**config.mk**
```make
export PLATFORM = sky130hd
export DESIGN_NAME = pmu_top
export DESIGN_NICKNAME = d
export VERILOG_FILES = /design/src/rtl/pmu_pkg.sv /design/src/rtl/pmu_top.sv /design/src/rtl/pmu_pwr_seq.sv /design/src/rtl/pmu_mode_fsm.sv /design/src/rtl/pmu_wake_ctrl.sv /design/src/rtl/pmu_event_timer.sv /design/src/rtl/pmu_apb_regs.sv
export SDC_FILE = /design/constraint.sdc
export NUM_CORES = 1
export LEC_CHECK = 0
export BUFFER_PORTS_ARGS = -buffer_cell sky130_fd_sc_hd__buf_2
export CAP_MARGIN = 20
export CORE_UTILIZATION = 25
export CTS_BUF_LIST = sky130_fd_sc_hd__clkbuf_8
export DETAILED_ROUTE_END_ITERATION = 6
export MAX_ROUTING_LAYER = met4
export PLACE_DENSITY = 0.55
export SYNTH_ARGS = -nofsm -noshare
export SYNTH_HDL_FRONTEND = slang
export SYNTH_SLANG_ARGS = --single-unit
```
**constraint.sdc**
```tcl
create_clock -name pmu_clk -period 2.4 [get_ports pmu_clk]
set_clock_uncertainty 0.1 [all_clocks]
set_input_delay 0.24 -clock pmu_clk [delete_from_list [all_inputs] [get_ports pmu_clk]]
set_output_delay 0.24 -clock pmu_clk [all_outputs]
set_load 0.005 [all_outputs]
```
**src/rtl/pmu_pkg.sv**
```systemverilog
// pmu_lite shared definitions
// register map, sequencer step table, FSM state type and the
// structs that carry the APB request, control fields and power controls

package pmu_pkg;

  //--------------------------------------------------
  // APB register map
  //--------------------------------------------------
  localparam int APB_AW = 12;
  localparam int APB_DW = 32;

  localparam logic [APB_AW-1:0] ADDR_CTRL = 12'h000;
  localparam logic [APB_AW-1:0] ADDR_LOAD = 12'h004;
  localparam logic [APB_AW-1:0] ADDR_MODE = 12'h008;

  // core low-power code for run, anything else asks for sleep
  localparam logic [1:0] LPMD_RUN = 2'b11;

  //--------------------------------------------------
  // deep sleep sequencer steps
  //--------------------------------------------------
  localparam int SEQ_CW = 16;

  localparam logic [SEQ_CW-1:0] STEP_START    = 16'h0001;
  localparam logic [SEQ_CW-1:0] STEP_ISO      = 16'h0020;
  localparam logic [SEQ_CW-1:0] STEP_SAVE     = 16'h0040;
  localparam logic [SEQ_CW-1:0] STEP_SAVE_END = 16'h0041;
  localparam logic [SEQ_CW-1:0] STEP_OFF      = 16'h0060;

  typedef enum logic [2:0] {
    NORMAL         = 3'd0,
    LIGHT_SLP      = 3'd1,
    LSLP_TO_NORMAL = 3'd2,
    DEEP_SLP       = 3'd3,
    DSLP_TO_NORMAL = 3'd4
  } pmu_state_t;

  // control register, bit 0 first from the bottom
  typedef struct packed {
    logic counter_en;
    logic rsvd;
    logic event_en;
    logic wic_en;
  } ctrl_t;

  // low-power strategy flags
  typedef struct packed {
    logic pwr_off;
    logic ret_pwr_off;
    logic clk_off;
    logic clk_slow;
    logic normal;
  } mode_sel_t;

  typedef struct packed {
    logic              psel;
    logic              penable;
    logic              pwrite;
    logic [APB_AW-1:0] paddr;
    logic [APB_DW-1:0] pwdata;
  } apb_req_t;

  typedef struct packed {
    logic pwr_on;
    logic iso_in;
    logic iso_out;
    logic save;
    logic restore;
  } pwr_ctl_t;

  // FSM to sequencer
  typedef struct packed {
    logic enter_start;
    logic exit_start;
    logic in_deep;
    logic in_exit;
  } seq_ctl_t;

endpackage
```
**src/rtl/pmu_top.sv**
```systemverilog
// pmu_lite top level
// APB registers, event timer, wakeup logic, sleep FSM and the
// deep sleep power sequencer

module pmu_top
  import pmu_pkg::*;
(
  input  logic              pmu_clk,
  input  logic              pad_cpu_rst_b,
  input  apb_req_t          i_apb,
  output logic [APB_DW-1:0] o_prdata,
  input  logic [1:0]        i_lpmd_b,
  input  logic              i_intraw_vld,
  output logic              o_gate_en0,
  output logic              o_gate_en1,
  output pwr_ctl_t          o_pwr
);

  ctrl_t             ctrl;
  mode_sel_t         mode;
  logic [APB_DW-1:0] load;
  logic [APB_DW-1:0] count;
  logic              evt;
  logic              wakeup;
  logic              mode_normal;
  seq_ctl_t          seq;
  logic              enter_done;
  logic              exit_done;

  pmu_apb_regs x_regs (
    .pmu_clk       (pmu_clk),
    .pad_cpu_rst_b (pad_cpu_rst_b),
    .i_apb         (i_apb),
    .i_count       (count),
    .i_mode_normal (mode_normal),
    .o_prdata      (o_prdata),
    .o_ctrl        (ctrl),
    .o_mode        (mode),
    .o_load        (load)
  );

  pmu_event_timer x_timer (
    .pmu_clk       (pmu_clk),
    .pad_cpu_rst_b (pad_cpu_rst_b),
    .i_counter_en  (ctrl.counter_en),
    .i_load        (load),
    .o_count       (count),
    .o_event       (evt)
  );

  pmu_wake_ctrl x_wake (
    .pmu_clk       (pmu_clk),
    .pad_cpu_rst_b (pad_cpu_rst_b),
    .i_lpmd_b      (i_lpmd_b),
    .i_intraw_vld  (i_intraw_vld),
    .i_ctrl        (ctrl),
    .i_event       (evt),
    .o_wakeup      (wakeup)
  );

  pmu_mode_fsm x_fsm (
    .pmu_clk       (pmu_clk),
    .pad_cpu_rst_b (pad_cpu_rst_b),
    .i_lpmd_b      (i_lpmd_b),
    .i_mode        (mode),
    .i_wakeup      (wakeup),
    .i_enter_done  (enter_done),
    .i_exit_done   (exit_done),
    .o_mode_normal (mode_normal),
    .o_seq         (seq),
    .o_gate_en0    (o_gate_en0),
    .o_gate_en1    (o_gate_en1)
  );

  pmu_pwr_seq x_seq (
    .pmu_clk       (pmu_clk),
    .pad_cpu_rst_b (pad_cpu_rst_b),
    .i_seq         (seq),
    .o_enter_done  (enter_done),
    .o_exit_done   (exit_done),
    .o_pwr         (o_pwr)
  );

endmodule

```
**src/rtl/pmu_pwr_seq.sv**
```systemverilog
// pmu deep sleep power sequencer
// a step counter walks the power, isolation, save and restore
// controls through the entry and exit order

module pmu_pwr_seq
  import pmu_pkg::*;
(
  input  logic     pmu_clk,
  input  logic     pad_cpu_rst_b,
  input  seq_ctl_t i_seq,
  output logic     o_enter_done,
  output logic     o_exit_done,
  output pwr_ctl_t o_pwr
);

  logic              seq_en;
  logic [SEQ_CW-1:0] seq_cnt;
  logic              enter_done;
  logic              exit_done;
  pwr_ctl_t          pwr_q;

  //--------------------------------------------------
  // step counter
  //--------------------------------------------------
  always_ff @(posedge pmu_clk or negedge pad_cpu_rst_b)
  begin
    if (!pad_cpu_rst_b)
      seq_en <= 1'b0;
    else if (i_seq.enter_start || i_seq.exit_start)
      seq_en <= 1'b1;
    else if (enter_done || exit_done)
      seq_en <= 1'b0;
  end

  always_ff @(posedge pmu_clk or negedge pad_cpu_rst_b)
  begin
    if (!pad_cpu_rst_b)
      seq_cnt <= '0;
    else if (seq_en)
      seq_cnt <= seq_cnt + 1'b1;
    else
      seq_cnt <= '0;
  end

  //--------------------------------------------------
  // step table
  //--------------------------------------------------
  always_ff @(posedge pmu_clk or negedge pad_cpu_rst_b)
  begin
    if (!pad_cpu_rst_b)
    begin
      pwr_q      <= '{pwr_on: 1'b1, default: 1'b0};
      enter_done <= 1'b0;
      exit_done  <= 1'b0;
    end
    else if (i_seq.in_deep)
    begin
      pwr_q.restore <= 1'b0;
      exit_done     <= 1'b0;
      case (seq_cnt)
        STEP_START:
        begin
          pwr_q.pwr_on  <= 1'b1;
          pwr_q.iso_in  <= 1'b0;
          pwr_q.iso_out <= 1'b0;
        end
        // isolate before anything is saved
        STEP_ISO:
        begin
          pwr_q.iso_in  <= 1'b1;
          pwr_q.iso_out <= 1'b1;
        end
        STEP_SAVE:     pwr_q.save <= 1'b1;
        STEP_SAVE_END: pwr_q.save <= 1'b0;
        STEP_OFF:
        begin
          pwr_q.pwr_on <= 1'b0;
          enter_done   <= 1'b1;
        end
        default: ;
      endcase
    end
    else if (i_seq.in_exit)
    begin
      pwr_q.save <= 1'b0;
      enter_done <= 1'b0;
      // single cycle restore pulse
      pwr_q.restore <= (seq_cnt == STEP_ISO);
      case (seq_cnt)
        STEP_START: pwr_q.pwr_on <= 1'b1;
        STEP_SAVE:
        begin
          pwr_q.iso_in  <= 1'b0;
          pwr_q.iso_out <= 1'b0;
        end
        STEP_OFF: exit_done <= 1'b1;
        default: ;
      endcase
    end
  end

  assign o_enter_done = enter_done;
  assign o_exit_done  = exit_done;
  assign o_pwr        = pwr_q;

endmodule

```
**src/rtl/pmu_mode_fsm.sv**
```systemverilog
// pmu sleep mode FSM
// picks light or deep sleep from the mode flags, drives the clock
// gates and starts the deep sleep power sequencer

module pmu_mode_fsm
  import pmu_pkg::*;
(
  input  logic       pmu_clk,
  input  logic       pad_cpu_rst_b,
  input  logic [1:0] i_lpmd_b,
  input  mode_sel_t  i_mode,
  input  logic       i_wakeup,
  input  logic       i_enter_done,
  input  logic       i_exit_done,
  output logic       o_mode_normal,
  output seq_ctl_t   o_seq,
  output logic       o_gate_en0,
  output logic       o_gate_en1
);

  pmu_state_t state_q;
  pmu_state_t state_d;
  logic       run_req;
  logic       enter_q;
  logic       exit_q;

  assign run_req = (i_lpmd_b == LPMD_RUN);

  always_ff @(posedge pmu_clk or negedge pad_cpu_rst_b)
  begin
    if (!pad_cpu_rst_b)
      state_q <= NORMAL;
    else
      state_q <= state_d;
  end

  //--------------------------------------------------
  // next state
  //--------------------------------------------------
  always_comb
  begin
    state_d = state_q;
    case (state_q)
      NORMAL:
      begin
        // normal flag pins the core awake, light wins over deep
        if (!i_mode.normal && !run_req)
        begin
          if (i_mode.clk_slow || i_mode.clk_off)
            state_d = LIGHT_SLP;
          else if (i_mode.ret_pwr_off || i_mode.pwr_off)
            state_d = DEEP_SLP;
        end
      end
      LIGHT_SLP:
        if (i_wakeup)
          state_d = LSLP_TO_NORMAL;
      LSLP_TO_NORMAL:
        if (run_req)
          state_d = NORMAL;
      // leave only once power is fully down
      DEEP_SLP:
        if (i_wakeup && i_enter_done)
          state_d = DSLP_TO_NORMAL;
      DSLP_TO_NORMAL:
        if (run_req && i_exit_done)
          state_d = NORMAL;
      default: state_d = NORMAL;
    endcase
  end

  // one-cycle sequencer start strobes
  always_ff @(posedge pmu_clk or negedge pad_cpu_rst_b)
  begin
    if (!pad_cpu_rst_b)
    begin
      enter_q <= 1'b0;
      exit_q  <= 1'b0;
    end
    else
    begin
      enter_q <= (state_q == NORMAL) && (state_d == DEEP_SLP);
      exit_q  <= (state_q == DEEP_SLP) && (state_d == DSLP_TO_NORMAL);
    end
  end

  assign o_seq = '{enter_start: enter_q,
                   exit_start:  exit_q,
                   in_deep:     (state_q == DEEP_SLP),
                   in_exit:     (state_q == DSLP_TO_NORMAL)};

  assign o_mode_normal = (state_q == NORMAL);

  // gate_en0 slows the clock, gate_en1 stops it
  assign o_gate_en0 = (state_q == LIGHT_SLP) && i_mode.clk_slow;
  assign o_gate_en1 = ((state_q == LIGHT_SLP) && i_mode.clk_off) ||
                      ((state_q == DEEP_SLP) && i_mode.ret_pwr_off);

endmodule

```
**src/rtl/pmu_wake_ctrl.sv**
```systemverilog
// pmu wakeup control
// catches timer events while asleep and merges them with the interrupt wakeup

module pmu_wake_ctrl
  import pmu_pkg::*;
(
  input  logic       pmu_clk,
  input  logic       pad_cpu_rst_b,
  input  logic [1:0] i_lpmd_b,
  input  logic       i_intraw_vld,
  input  ctrl_t      i_ctrl,
  input  logic       i_event,
  output logic       o_wakeup
);

  logic sleep_req;
  logic event_q;
  logic event_rise;
  logic event_pend;

  assign sleep_req = (i_lpmd_b != LPMD_RUN);

  always_ff @(posedge pmu_clk or negedge pad_cpu_rst_b)
  begin
    if (!pad_cpu_rst_b)
      event_q <= 1'b0;
    else
      event_q <= i_event;
  end

  // only events seen during a sleep request count
  assign event_rise = i_event && !event_q && sleep_req;

  // sticky until the core runs again
  always_ff @(posedge pmu_clk or negedge pad_cpu_rst_b)
  begin
    if (!pad_cpu_rst_b)
      event_pend <= 1'b0;
    else if (event_rise)
      event_pend <= 1'b1;
    else if (!sleep_req)
      event_pend <= 1'b0;
  end

  assign o_wakeup = (event_pend && i_ctrl.event_en) ||
                    (i_intraw_vld && i_ctrl.wic_en && sleep_req);

endmodule

```
**src/rtl/pmu_event_timer.sv**
```systemverilog
// pmu event timer
// reloading down-counter, raises a periodic event while the count is zero

module pmu_event_timer
  import pmu_pkg::*;
(
  input  logic              pmu_clk,
  input  logic              pad_cpu_rst_b,
  input  logic              i_counter_en,
  input  logic [APB_DW-1:0] i_load,
  output logic [APB_DW-1:0] o_count,
  output logic              o_event
);

  logic              en_q;
  logic              load_en;
  logic [APB_DW-1:0] count_q;

  // enable edge detect
  always_ff @(posedge pmu_clk or negedge pad_cpu_rst_b)
  begin
    if (!pad_cpu_rst_b)
      en_q <= 1'b0;
    else
      en_q <= i_counter_en;
  end

  // reload on a fresh enable or once the count runs out
  assign load_en = (i_counter_en && !en_q) || (count_q == '0);

  always_ff @(posedge pmu_clk or negedge pad_cpu_rst_b)
  begin
    if (!pad_cpu_rst_b)
      count_q <= '0;
    else if (load_en)
      count_q <= i_load;
    else if (i_counter_en)
      count_q <= count_q - 1'b1;
  end

  assign o_count = count_q;
  assign o_event = (count_q == '0) && i_counter_en;

endmodule

```
**src/rtl/pmu_apb_regs.sv**
```systemverilog
// pmu APB register block
// control, counter load and low-power mode registers with a
// zero-wait-state write port and a combinational read path

module pmu_apb_regs
  import pmu_pkg::*;
(
  input  logic              pmu_clk,
  input  logic              pad_cpu_rst_b,
  input  apb_req_t          i_apb,
  input  logic [APB_DW-1:0] i_count,
  input  logic              i_mode_normal,
  output logic [APB_DW-1:0] o_prdata,
  output ctrl_t             o_ctrl,
  output mode_sel_t         o_mode,
  output logic [APB_DW-1:0] o_load
);

  localparam int CTRL_W = $bits(ctrl_t);
  localparam int MODE_W = $bits(mode_sel_t);

  logic              wr_en;
  logic              rd_en;
  ctrl_t             ctrl_q;
  logic [APB_DW-1:0] load_q;
  logic [APB_DW-1:0] mode_q;

  assign wr_en = i_apb.psel && i_apb.pwrite && i_apb.penable;
  assign rd_en = i_apb.psel && !i_apb.pwrite;

  //--------------------------------------------------
  // register writes
  //--------------------------------------------------
  always_ff @(posedge pmu_clk or negedge pad_cpu_rst_b)
  begin
    if (!pad_cpu_rst_b)
    begin
      ctrl_q <= '0;
      load_q <= '0;
      mode_q <= '0;
    end
    else if (wr_en)
    begin
      case (i_apb.paddr)
        ADDR_CTRL: ctrl_q <= ctrl_t'(i_apb.pwdata[CTRL_W-1:0]);
        ADDR_LOAD: load_q <= i_apb.pwdata;
        // strategy may only change while the core is running
        ADDR_MODE:
        begin
          if (i_mode_normal)
            mode_q <= i_apb.pwdata;
        end
        default: ;
      endcase
    end
  end

  //--------------------------------------------------
  // read path, zero when no read is in progress
  //--------------------------------------------------
  always_comb
  begin
    o_prdata = '0;
    if (rd_en)
    begin
      case (i_apb.paddr)
        ADDR_CTRL: o_prdata = {{(APB_DW-CTRL_W){1'b0}}, ctrl_q};
        // live counter value, not the load value
        ADDR_LOAD: o_prdata = i_count;
        ADDR_MODE: o_prdata = mode_q;
        default:   o_prdata = '0;
      endcase
    end
  end

  assign o_ctrl = ctrl_q;
  assign o_mode = mode_sel_t'(mode_q[MODE_W-1:0]);
  assign o_load = load_q;

endmodule

```
; After elaboration in Yosys (flattened, before gate mapping)
; Index checks and enable logic that the tools add are counted.
[totals]
regBits = 132
output_inout_bits = 39
word_cells = 120
[classes]
n_addsub = 2
n_eq_ne = 19
n_mux = 29
n_reduce_logical = 48
[ops]
columns = op, n
row1 = 32-bit 2-to-1 mux, 3
row2 = 32-bit case mux with 3 select lines, 1
row3 = "16-bit by 7-bit == test with 1-bit output, second input constant", 3
row4 = 32-bit zero test, 1
row5 = "32-bit by 1-bit subtractor with 32-bit output, second input constant", 1
row6 = 3-bit 2-to-1 mux, 7
row7 = 1-bit logical AND, 18
row8 = "16-bit by 1-bit adder with 16-bit output, second input constant", 1
row9 = "16-bit by 1-bit == test with 1-bit output, second input constant", 1
row10 = "16-bit by 6-bit == test with 1-bit output, second input constant", 1
row11 = 16-bit 2-to-1 mux, 1
row12 = 3-bit case mux with 5 select lines, 1
row13 = 2-bit nonzero test, 7
row14 = "12-bit by 3-bit == test with 1-bit output, second input constant", 1
row15 = "12-bit by 4-bit == test with 1-bit output, second input constant", 1
row16 = 12-bit zero test, 1
row17 = 1-bit 2-to-1 mux, 10
row18 = 5-bit 2-to-1 mux, 2
row19 = 2-bit AND reduction, 5
row20 = "3-bit by 2-bit == test with 1-bit output, second input constant", 3
row21 = 3-bit AND reduction, 3
row22 = 1-bit logical OR, 7
row23 = "3-bit == test, second input constant", 2
row24 = "3-bit by 1-bit inequality test with 1-bit output, second input constant", 2
row25 = other kinds (9), 15

; Logic depth before layout (Yosys ltp)
[depth]
depth_word = 8
mapped_depth = 8

; Hierarchy
; A second synthesis with hierarchy kept.
[unflattened]
hier_cells = 664
hier_area_um2 = 7136.8
[modules_own_cells]
columns = module, n_inst, cells_each, area_each_um2, seq_area_each_um2
row1 = pmu_apb_regs, 1, 248, 3333.2, 1701.6
row2 = pmu_event_timer, 1, 251, 2158.3, 825.8
row3 = pmu_pwr_seq, 1, 126, 1266.2, 576.8
row4 = pmu_mode_fsm, 1, 33, 301.5, 125.1
row5 = pmu_wake_ctrl, 1, 6, 77.6, 50.0

; Least setup slack after synthesis
; Ideal clock, no wire load.
[synth_path]
path_kind = register to register
from = reg x_timer.count_q[8] (netlist: x_timer.o_count[8])
to = reg x_timer.count_q[19] (netlist: x_timer.o_count[19])
t_arrival_ns = 2.418
required_ns = 2.177
path_slack_ns = -0.241
path_stages_with_launch = 8
period_less_slack_ns = 2.641
path_cell_list = dfrtp_1 > or4_1 > buf_2 > or4_4 > buf_6 > or4_4 > mux2i_1 > o21ai_1
[synth_via]
elab_chain_cells = 3
[synth_lines]
columns = element, line
row1 = "start, declared", pmu_event_timer.sv:17  ; logic [APB_DW-1:0] count_q;
row2 = "start signal, assigned", pmu_event_timer.sv:36  ; count_q <= i_load;
row3 = "start signal, assigned", pmu_event_timer.sv:38  ; count_q <= count_q - 1'b1;
row4 = 32-bit by 1-bit subtractor with 32-bit output or 32-bit zero test (tied branches), "pmu_event_timer.sv:38, pmu_event_timer.sv:29"
row5 = 32-bit 2-to-1 mux or 1-bit logical OR (tied branches), "pmu_event_timer.sv:37, pmu_event_timer.sv:29"
row6 = 32-bit 2-to-1 mux or 2-bit nonzero test (tied branches), n/a
; Parallel ways exist; a longest one is shown, timed or not. The select of a mux whose other input is x is not followed.
; A chain may end at the register's enable or synchronous reset.

; Worst setup path after layout
[layout_path]
from = reg x_timer.count_q[7] (netlist: x_timer.o_count[7])
to = reg x_timer.count_q[30] (netlist: x_timer.o_count[30])
; Same word-level chain as after synthesis.

==> results.yml <==
timing:
  relSlewSlack_pct: 59.3
  slew_viol_final: 0
  rsz0062_at_grt: "true"
  setup_violations: 1
  fin_crit_ns: 2.42
  tns_ns: -0.0196
  worstMarginPinSlew_ns: 0.605
  max_freq_mhz: 413
  fin_crit_sh_pct: 101
  setup_slack_ns: -0.0196
  finalHoldViolCount: 0
finish:
  fin_nets: 882
  num-fill-cells: 2733
  drive_above_1_share_pct: 34.8
  fin_cells: 1173
  regArea_um2: 3280
  antennaDiodeCount: 0
  postLayoutCellArea_um2: 8920
  multi_input_area_um2: 3310
  area_delta_synth_final_pct: 33.4
logic_synthesis:
  ys_seq_area_share_pct: 49.1
  avgSynthCellArea_um2: 10.3
  yosysWarnings: 0
  synth.distinct_cells: 64
  synth-edff-count: 0
  async_flop_share_pct: 100
  syn-instance-count: 647
  ys_ff_latch: 131
  syn_nets: 704
  synth_top_flop_cell: "dfrtp_1"
  syn_area_um2: 6690
placement:
  pre_cts_ws_ns: -0.0888
  place_inst: 1107
  io_buffer_count: 90
  place_congestion: 0.830
  hpwlAfterDp_um: 14100
  post_dp_cell_area_um2: 8040
setup_path:
  worstSetupStartpointType: "flip-flop"
  cp_max_fo: 7
  critPathRequiredTime_ns: 2.63
  crit_path_end_kind: "flip-flop"
  arrival_ns: 2.65
  ff2ff_path_depth: 6
  path_class: "reg -> reg"
cts:
  clk_pin_slew_ns: 0.08
  cts_root_buffer: "clkbuf_8"
  clkLatencyLatePin_ns: 0.45
  htreeDepth: 4
  numCtsBuffers: 17
  cts_max_path_buffers: 2
  cts_tree: "done"
  cts.sinks: 131
die:
  rows: 59
  io_pins: 91
  core_area_um2: 26100
  die_y_um: 166
  floorplan.initialDensity_pct: 25.6
  dieArea_um2: 27400
  die_width_um: 166
grt:
  grt_pass1_vias: 5764
  grt_use_total_pct: 15.1
  antenna_found_initial: 0
  gr-total-overflow: 0
  grt_max_degree: 53
  grt_pass1_wl_um: 31100
routing:
  drc_errors: 10
  dr.pass1.iters: 7
  drtIter0Drc: 443
  wl_per_cell_um: 16.4
  vias: 5787
  routed_via_density: 4.93
  antenna_left: 0
  routed_wl_um: 19200
hold_path:
  min_path_type: "in -> reg"
  whs_path_depth: 3
pwr:
  powerDensity_nw_per_um2: 737
  p_leak_nw: 4.07
  ir_worst_vdd_uv: 363
outcome:
  status: "complete, but fails checks"
  violations: "design-rule violations, negative setup slack"
job:
  maxCapViolCount: 0
kinds of logic after synthesis:
group,count (synthesis),share of synthesized area [%]
fa+ha+maj,5,0.936
buf+inv,51,3.13
xor+xnor,19,2.49
flops,131,49.1
simple gates,236,18.4
compound gates,133,14.0
mux,72,12.1
critical path, stage by stage (launching register included):
cell and delay, ns:
dfrtp_1 0.38, or4_4 0.57, or4_4 0.51, buf_4 0.18, o31ai_4 0.22, a21boi_1 0.09, a211o_1 0.24
layout by cell type, fill, tap and decap left out, types with 7 or more instances in the layout:
cell           instances
a21oi_1               16
a22oi_1               29
a31oi_1                9
and2_1                14
buf_2                 89
buf_4                 66
clkbuf_8              19
dfrtp_1              130
dlygate4sd3_1         33
inv_1                 13
mux2_2                68
nand2_1               40
nand3_1               18
nand4_1               13
nor2_1                63
nor3_1                15
nor4_1                18
o21ai_0               23
or3_1                  7
xnor2_1               11
xor2_1                 8
synthesized netlist by cell type, drive strengths merged (8+ instances only):
library cell  number  share of area [%]
a21oi             16                1.2
a22oi             29                3.3
a31oi             10               0.94
and2              14                1.3
clkbuf            30                1.7
dfrtp            130                 49
inv               12               0.67
mux2              68                 11
nand2             40                2.2
nand3             19                1.4
nand4             13                1.2
nor2              65                3.6
nor3              17                1.3
nor4              23                2.2
o21ai             27                2.0
or4                9                1.1
xnor2             11                1.4
xor2               8                1.0
metal layers:
layer	track usage, %	wire (um)	vias to the layer above
met5	-	0	-
met4	4.09	207	0
met3	3.25	922	18
met2	23.3	8950	152
met1	19.9	9130	2853
li1	-	-	2764
final cells by class:
class / instances / area share, %
clock buffers: 19 / 2.93
clock inverters: 13 / 2.02
inverters: 14 / 0.589
multi-input cells: 465 / 37.1
flip-flops and latches: 131 / 36.8
well taps: 335 / 4.70
repair buffers: 196 / 15.9
stage by stage:
stage	power [mW]	hold slack, ns	utilization (%)
after floorplan	3.63	-0.156	-
after global placement	4.40	0.0745	30.8
after detailed placement	4.41	0.0740	30.8
after CTS	6.58	0.0130	33.7
after global routing	6.95	0.0401	34.1
final	6.58	0.0466	34.1
worst paths after layout:
kind,slack [ns],start,end
min in group asynchronous,0.16,pad_cpu_rst_b,x_seq.o_pwr[0]
max in group asynchronous,1.44,pad_cpu_rst_b,x_regs.o_ctrl[2]
max reg2reg,-0.02,x_timer.o_count[7],x_timer.o_count[30]
max,-0.02,x_timer.o_count[7],x_timer.o_count[30]
min reg2reg,0.34,x_fsm.enter_q,x_seq.seq_en
min,0.05,i_lpmd_b[1],x_fsm.state_q[2]
what timing repair did:
| item | 4_1_cts | 5_1_grt |
|---|---|---|
| hold endpoints to repair | 199 | 0 |
| gates cloned | 0 | 0 |
| buffers inserted | 0 | 1 |
| hold buffers | 33 | 0 |
| setup endpoints to repair | 11 | 27 |
| pin swaps | 0 | 1 |
| resized for setup | 2 | 20 |
sequential cells by signal, summed over array words and instances, names as in the netlist:
register and count:
x_fsm.enter_q 1, x_fsm.exit_q 1, x_fsm.state_q 3, x_regs.mode_q 32, x_regs.o_ctrl 4, x_regs.o_load 32, x_seq.o_enter_done 1, x_seq.o_exit_done 1
x_seq.o_pwr 4, x_seq.seq_cnt 16, x_seq.seq_en 1, x_timer.en_q 1, x_timer.o_count 32, x_wake.event_pend 1, x_wake.event_q 1
report_power, final:
part	total (mW)	switching, mW	leakage, nW	internal, mW
Combinational	1.71	0.857	2.09	0.849
Sequential	2.78	0.290	1.75	2.49
Clock	2.09	0.905	0.224	1.19
Total	6.58	2.05	4.07	4.52
No activity file was read; power rests on OpenSTA's default activity.
